--- config.mk ---
export PLATFORM = sky130hd
export DESIGN_NAME = branch_predictor_top
export DESIGN_NICKNAME = d
export VERILOG_FILES = /design/src/source/branch_pkg.sv /design/src/source/local_predictor.sv /design/src/source/branching_buffer.sv /design/src/source/global_history.sv /design/src/source/branch_resolution.sv /design/src/source/branch_predictor_top.sv
export SDC_FILE = /design/constraint.sdc
export NUM_CORES = 2
export LEC_CHECK = 0
export CORE_MARGIN = 2
export CORE_UTILIZATION = 30
export DETAILED_ROUTE_END_ITERATION = 16
export DONT_BUFFER_PORTS = 1
export PLACE_DENSITY = 0.44
export SYNTH_ARGS = -nofsm -noshare
export SYNTH_HDL_FRONTEND = slang
export SYNTH_SLANG_ARGS = --single-unit
--- constraint.sdc ---
create_clock -name clk_i -period 8.1 [get_ports clk_i]
set_input_delay 1.62 -clock clk_i [delete_from_list [all_inputs] [get_ports clk_i]]
set_output_delay 1.62 -clock clk_i [all_outputs]
set_load 0.01 [all_outputs]
--- src/source/branch_pkg.sv ---
`default_nettype none

package branch_pkg;

    // Buffer indexing
    // Word-aligned PCs, so the two lowest bits carry no information
    localparam int INDEX_WIDTH = 6;
    localparam int INDEX_LSB = 2;
    localparam int TABLE_DEPTH = 1 << INDEX_WIDTH;

    // Global history selects one predictor per entry
    localparam int HISTORY_WIDTH = 2;
    localparam int PREDICTORS_PER_ENTRY = 1 << HISTORY_WIDTH;

    // PC and target width
    localparam int XLEN = 32;

    // Saturating counters
    // Upper bit is the taken prediction
    localparam int COUNTER_WIDTH = 2;
    // Strongly not taken
    localparam logic [COUNTER_WIDTH-1:0] COUNTER_RESET = '0;

    // Branch operation at execute
    typedef enum logic [1:0] {
        // No control transfer this cycle
        BR_NONE = 2'b00,
        // Conditional, direction from the ALU compare
        BR_COND = 2'b01,
        // Unconditional, always taken
        BR_JUMP = 2'b10
    } branch_op_t;

endpackage

`default_nettype wire

--- src/source/local_predictor.sv ---
`timescale 1ns/10ps
`default_nettype none

module local_predictor
    import branch_pkg::*;
(
    input  logic clk_i,
    input  logic reset_i,
    input  logic enable_i,
    input  logic taken_i,
    output logic pred_o
);

    // Counter state, 0 strongly not taken up to all ones strongly taken
    logic [COUNTER_WIDTH-1:0] count_q;

    // Reset wins over counting
    always_ff @(posedge clk_i) begin
        if (reset_i) begin
            count_q <= COUNTER_RESET;
        end else if (enable_i) begin
            if (taken_i) begin
                // Saturate at the top
                if (count_q != {COUNTER_WIDTH{1'b1}}) begin
                    count_q <= count_q + 1'b1;
                end
            end else begin
                // Saturate at zero
                if (count_q != '0) begin
                    count_q <= count_q - 1'b1;
                end
            end
        end
    end

    // Taken once in the upper half
    assign pred_o = count_q[COUNTER_WIDTH-1];

endmodule

`default_nettype wire

--- src/source/branching_buffer.sv ---
`timescale 1ns/10ps
`default_nettype none

module branching_buffer
    import branch_pkg::*;
(
    input  logic                     clk_i,
    input  logic                     reset_i,

    // Fetch lookup
    input  logic [INDEX_WIDTH-1:0]   fetch_index_i,
    input  logic [HISTORY_WIDTH-1:0] history_i,

    // Execute-side target read for the reallocation compare
    input  logic [INDEX_WIDTH-1:0]   exec_index_i,

    // Registered update request
    input  logic                     upd_valid_i,
    input  logic                     upd_taken_i,
    input  logic                     upd_new_target_i,
    input  logic [INDEX_WIDTH-1:0]   upd_index_i,
    input  logic [XLEN-1:0]          upd_target_i,
    input  logic [HISTORY_WIDTH-1:0] upd_history_i,

    output logic                     pc_src_pred_f_o,
    output logic [XLEN-1:0]          pred_pc_target_f_o,
    output logic [XLEN-1:0]          stored_target_o
);

    // Target storage, one word per entry
    logic [XLEN-1:0] target_mem [TABLE_DEPTH];

    // Prediction bits, grouped per entry and indexed by history
    logic [PREDICTORS_PER_ENTRY-1:0] pred_bits [TABLE_DEPTH];

    // One step line per counter, addressed by {index, history}
    logic [TABLE_DEPTH*PREDICTORS_PER_ENTRY-1:0] step_lines;

    // Per-entry clear on reallocation
    logic [TABLE_DEPTH-1:0] entry_reset;

    // Update decode
    // A new target resets the whole entry, so no step is needed then
    always_comb begin
        step_lines = '0;
        entry_reset = '0;
        if (upd_valid_i) begin
            if (upd_new_target_i) begin
                entry_reset[upd_index_i] = 1'b1;
            end else begin
                step_lines[{upd_index_i, upd_history_i}] = 1'b1;
            end
        end
    end

    // Counter array
    for (genvar e = 0; e < TABLE_DEPTH; e++) begin : g_entry
        for (genvar p = 0; p < PREDICTORS_PER_ENTRY; p++) begin : g_pred
            local_predictor local_predictor_inst (
                .clk_i    (clk_i),
                // Global reset or reallocation of this entry
                .reset_i  (reset_i | entry_reset[e]),
                .enable_i (step_lines[e*PREDICTORS_PER_ENTRY + p]),
                .taken_i  (upd_taken_i),
                .pred_o   (pred_bits[e][p])
            );
        end
    end

    // Target write on reallocation
    always_ff @(posedge clk_i) begin
        if (reset_i) begin
            for (int i = 0; i < TABLE_DEPTH; i++) begin
                target_mem[i] <= '0;
            end
        end else if (upd_valid_i && upd_new_target_i) begin
            target_mem[upd_index_i] <= upd_target_i;
        end
    end

    // Fetch read, same cycle
    assign pc_src_pred_f_o = pred_bits[fetch_index_i][history_i];
    assign pred_pc_target_f_o = target_mem[fetch_index_i];

    // Execute read
    // Does not see a write still pending from the previous branch
    assign stored_target_o = target_mem[exec_index_i];

endmodule

`default_nettype wire

--- src/source/global_history.sv ---
`timescale 1ns/10ps
`default_nettype none

module global_history
    import branch_pkg::*;
(
    input  logic                     clk_i,
    input  logic                     reset_i,
    input  branch_op_t               branch_op_e_i,
    input  logic                     branch_taken_e_i,
    output logic [HISTORY_WIDTH-1:0] history_o
);

    // Most recent outcome sits in bit 0
    logic [HISTORY_WIDTH-1:0] history_q;

    // Only conditional branches carry direction information
    logic shift_en;

    assign shift_en = (branch_op_e_i == BR_COND);

    always_ff @(posedge clk_i) begin
        if (reset_i) begin
            history_q <= '0;
        end else if (shift_en) begin
            // Oldest outcome drops out of the top
            history_q <= {history_q[HISTORY_WIDTH-2:0], branch_taken_e_i};
        end
    end

    // Feeds fetch selection and the update capture
    assign history_o = history_q;

endmodule

`default_nettype wire

--- src/source/branch_resolution.sv ---
`timescale 1ns/10ps
`default_nettype none

module branch_resolution
    import branch_pkg::*;
(
    input  logic                     clk_i,
    input  logic                     reset_i,
    input  logic [XLEN-1:0]          pc_e_i,
    input  logic [XLEN-1:0]          pc_target_e_i,
    input  logic [XLEN-1:0]          pred_target_e_i,
    input  branch_op_t               branch_op_e_i,
    input  logic                     branch_taken_e_i,
    input  logic                     pred_taken_e_i,
    input  logic [HISTORY_WIDTH-1:0] history_i,
    input  logic [XLEN-1:0]          stored_target_i,
    output logic                     mispredict_e_o,
    output logic                     upd_valid_o,
    output logic                     upd_taken_o,
    output logic                     upd_new_target_o,
    output logic [INDEX_WIDTH-1:0]   upd_index_o,
    output logic [XLEN-1:0]          upd_target_o,
    output logic [HISTORY_WIDTH-1:0] upd_history_o
);

    logic is_branch;
    logic eff_taken;
    logic dir_wrong;
    logic target_wrong;
    logic new_target;

    assign is_branch = (branch_op_e_i != BR_NONE);

    // Jumps always count as taken
    assign eff_taken = (branch_op_e_i == BR_JUMP) ||
                       ((branch_op_e_i == BR_COND) && branch_taken_e_i);

    // Wrong direction, or taken to a different place than predicted
    assign dir_wrong = (eff_taken != pred_taken_e_i);
    assign target_wrong = eff_taken && (pred_target_e_i != pc_target_e_i);
    assign mispredict_e_o = is_branch && (dir_wrong || target_wrong);

    // Entry holds another branch's target, so reallocate
    assign new_target = (stored_target_i != pc_target_e_i);

    // Strobe
    always_ff @(posedge clk_i) begin
        if (reset_i) begin
            upd_valid_o <= 1'b0;
        end else begin
            upd_valid_o <= is_branch;
        end
    end

    // Request payload, qualified by the strobe downstream
    always_ff @(posedge clk_i) begin
        if (is_branch) begin
            upd_taken_o <= eff_taken;
            upd_new_target_o <= new_target;
            upd_index_o <= pc_e_i[INDEX_LSB +: INDEX_WIDTH];
            upd_target_o <= pc_target_e_i;
            // History before this branch shifts in
            upd_history_o <= history_i;
        end
    end

endmodule

`default_nettype wire

--- src/source/branch_predictor_top.sv ---
`timescale 1ns/10ps
`default_nettype none

module branch_predictor_top
    import branch_pkg::*;
(
    input  logic            clk_i,
    input  logic            reset_i,
    input  logic [XLEN-1:0] pc_f_i,
    input  logic [XLEN-1:0] pc_e_i,
    input  logic [XLEN-1:0] pc_target_e_i,
    input  logic [XLEN-1:0] pred_target_e_i,
    input  branch_op_t      branch_op_e_i,
    input  logic            branch_taken_e_i,
    input  logic            pred_taken_e_i,
    output logic            pc_src_pred_f_o,
    output logic            mispredict_e_o,
    output logic [XLEN-1:0] pred_pc_target_f_o
);

    logic [HISTORY_WIDTH-1:0] history;
    logic [XLEN-1:0]          stored_target;

    // Update request between resolution and buffer
    logic                     upd_valid;
    logic                     upd_taken;
    logic                     upd_new_target;
    logic [INDEX_WIDTH-1:0]   upd_index;
    logic [XLEN-1:0]          upd_target;
    logic [HISTORY_WIDTH-1:0] upd_history;

    global_history global_history_inst (
        .clk_i            (clk_i),
        .reset_i          (reset_i),
        .branch_op_e_i    (branch_op_e_i),
        .branch_taken_e_i (branch_taken_e_i),
        .history_o        (history)
    );

    branch_resolution branch_resolution_inst (
        .clk_i            (clk_i),
        .reset_i          (reset_i),
        .pc_e_i           (pc_e_i),
        .pc_target_e_i    (pc_target_e_i),
        .pred_target_e_i  (pred_target_e_i),
        .branch_op_e_i    (branch_op_e_i),
        .branch_taken_e_i (branch_taken_e_i),
        .pred_taken_e_i   (pred_taken_e_i),
        .history_i        (history),
        .stored_target_i  (stored_target),
        .mispredict_e_o   (mispredict_e_o),
        .upd_valid_o      (upd_valid),
        .upd_taken_o      (upd_taken),
        .upd_new_target_o (upd_new_target),
        .upd_index_o      (upd_index),
        .upd_target_o     (upd_target),
        .upd_history_o    (upd_history)
    );

    // Both lookups index on the word-aligned PC bits
    branching_buffer branching_buffer_inst (
        .clk_i              (clk_i),
        .reset_i            (reset_i),
        .fetch_index_i      (pc_f_i[INDEX_LSB +: INDEX_WIDTH]),
        .history_i          (history),
        .exec_index_i       (pc_e_i[INDEX_LSB +: INDEX_WIDTH]),
        .upd_valid_i        (upd_valid),
        .upd_taken_i        (upd_taken),
        .upd_new_target_i   (upd_new_target),
        .upd_index_i        (upd_index),
        .upd_target_i       (upd_target),
        .upd_history_i      (upd_history),
        .pc_src_pred_f_o    (pc_src_pred_f_o),
        .pred_pc_target_f_o (pred_pc_target_f_o),
        .stored_target_o    (stored_target)
    );

endmodule

`default_nettype wire

==> metrics.txt <==
register area share after synthesis 53.0%; Placed Instances 16,100; Final Non-Filler Cells 16,800; Final Critical Period 7.68 ns; max-slew violations 6; commonest cells after routing, fill and taps aside edfxtp_1 (2,090), and2_1 (2,052), mux4_2 (1,138), o21ai_0 (650), a21oi_1 (563); initial antenna violation count 95; RR Endpoint branch_resolution_inst.upd_new_target_o; largest family of logic cells by synthesized area multiplexers; delay-heaviest family, CP buffers and inverters; I/O pin cnt 168; Worst EP required 6.48 ns; total track usage 26.1%; routed wire length 620,000 um; Max Freq 130 MHz; Crit. path cell count 7; hold path start global_history_inst.history_o[1]; vias per cell 5.86; Synth top area share 45.5%; # DRC 0; Worst-Margin Slew 1.50 ns; clk slew on worst S/H paths 0.06 ns; post-synthesis mux area share 21.8%; chip width 682 um; gpl congestion 0.857; maximum vdd drop 0.000176 V; Slew HR -0.0886%; simple-gate share of the synthesized area 14.5%; fill count 44,400; worst r2r path cells 9; RSZ-0062 raised after global routing false; most common cell after layout, fill and taps aside edfxtp_1; Root Buffer clkbuf_16; Worst path most repeated cell buf_16; CTS max path bufs 4; crit-path cells buf_16 > buf_16 > buf_16 > mux4_2 > mux4_2 > mux2i_1 > o21ai_0; most common flop cell mapped by yosys edfxtp_1; Synth Area in Compound Gates 7.21%; cell taking the most area after synthesis edfxtp_1; critical setup path kind input port to output port; setup TNS 0 ns; CP Max Fanout 145; Die Height 682 um; CTS tree yes; Leak 53.7 nW; final setup violation count 0; Power Dens Cells 209 mW/mm^2; Post-DP Area 0.146 sq mm; WHS Endpoint branch_resolution_inst.upd_history_o[1]; Area growth syn-to-layout 12.9%; crit path capture type output port; DR WL/cell 37.0 um; DR iter-0 viols 14,300; critical path launch point type input port; Routed Antenna Nets 0; layout cells sized above 1 21.0%; Worst setup startpoint pc_f_i[3]; Setup Buffers After CTS 0; syn nets 10,800; Register Area 0.0731 sq mm; Yosys reg bits 2,605; setup slack, reg-to-reg 3.61 ns; Initial Util 30.1%; slowest cell on the critical path buf_16; row cnt 249; multi-input logic area 0.0621 sq mm; Fin Clk Skew 0.0418 ns; failing checks max-slew violations; largest net degree at the start of global routing 577; Final period util 94.9%; Area contributors post-synth edfxtp_1 (45%), mux4_2 (19%), and2_1 (9.3%); status finished, violations left; Worst Hold Class flop to flop; worst hold stages 0; CP bufs+invs 3; hold_buf cts 0; Max-Cap Viols 0; IO Port Bufs 0; Async SR Flop Fraction 0%; DP HPWL 354,000 um; number of enable flip-flop cells after synthesis 2,090; Max H-tree Level 5; worst reg2reg path startpoint branching_buffer_inst.target_mem[46][24]; core area 0.459 sq mm; post-synthesis xor/xnor area fraction 0.387%; post-synthesis adder-cell area fraction 0%; Synth Warn # 0; syn avg cell area 13.0 sq um; Post-Syn Area 0.138 sq mm; vias in the first global route 96,900; CTS resizes 0; first-pass GRT wire length 830,000 um; die area 0.465 sq mm; number of clock sinks 2,605; Critical Path Max Stage Delay 0.73 ns; Clk Latency, worst-skew pair 0.98 ns; Design Area, Final 0.156 sq mm; Syn Inst Count 10,600; Final Hold Viols 0; synth unique cells 71; Worst EP arrival 6.06 ns; Initial DRT Pass Iterations 6; global route overflow 0; DR vias 98,200; nets@finish 10,400; CTS buffer count 308
[per-layer routing]
layer | GRT usage (%) | routed length, um | vias to the layer above
met3 | 5.82 | 64100 | 1149
met1 | 33.7 | 236000 | 51700
li1 | - | - | 39500
met5 | 1.00 | 747 | -
met2 | 40.5 | 282000 | 5788
met4 | 14.3 | 37200 | 14
[synthesized netlist by cell type, drive strengths merged, types with 8 or more instances]
library cell and instances:
mux4 1138, mux2i 300, a211oi 30, and3 257, a221oi 19, xor2 27
a22oi 93, o21bai 48, dfxtp 515, nand4 23, xnor2 34, and2 2054
a21oi 563, nor3 175, buf 250, a32oi 12, nor2 524, edfxtp 2090
o221ai 27, nand2b 11, nand2 467, mux2 128, o21ai 657, o211ai 13
o31ai 16, inv 8, nand3 55, a21o 158, nor2b 22, nor4 32
o22ai 36, a22o 10, clkbuf 784
[through the flow]
| step | util, % | hold slack (ns) | setup slack, ns | power (W) |
|---|---|---|---|---|
| final | 33.9 | 0.477 | 0.416 | 0.0325 |
| after CTS | 33.8 | 0.474 | 0.113 | 0.0325 |
| after floorplan | - | 0.438 | 2.01 | 0.0174 |
| after global placement | 31.7 | 0.463 | 0.0803 | 0.0188 |
| after global routing | 33.9 | 0.498 | 0.427 | 0.0332 |
| after detailed placement | 31.8 | 0.462 | 0.0908 | 0.0189 |
[worst max path at each step]
stage                                         to  slack [ns]
after floorplan           pred_pc_target_f_o[10]        2.01
after global placement    pred_pc_target_f_o[11]        0.08
after detailed placement  pred_pc_target_f_o[11]        0.09
after CTS                 pred_pc_target_f_o[11]        0.11
after global routing      pred_pc_target_f_o[11]        0.43
final                     pred_pc_target_f_o[19]        0.42
[power breakdown]
part	internal [W]	switching, W	total [W]
logic	0.00121	0.00245	0.00366
registers	0.0149	0.000231	0.0151
clock network	0.00774	0.00599	0.0137
total	0.0238	0.00867	0.0325
[logic make-up (layout without fill, tap and decap cells)]
logic type / after synthesis / count (layout)
other cells: 0 / 131
compound gates: 1719 / 1719
mux: 1566 / 1566
xor+xnor: 61 / 61
simple gates: 3643 / 3643
buf+inv: 1043 / 891
flops: 2605 / 2605
[area by class of cell]
type                    instances  area share [%]
clock inverters               134           0.688
clock buffers                 409            5.41
multi-input cells            6989            39.9
repair buffers                339            1.94
diodes                        131           0.211
flip-flops and latches       2605            46.9
inverters                       9          0.0233
well taps                    6149            4.94
Power figures use the tool's default switching activity.
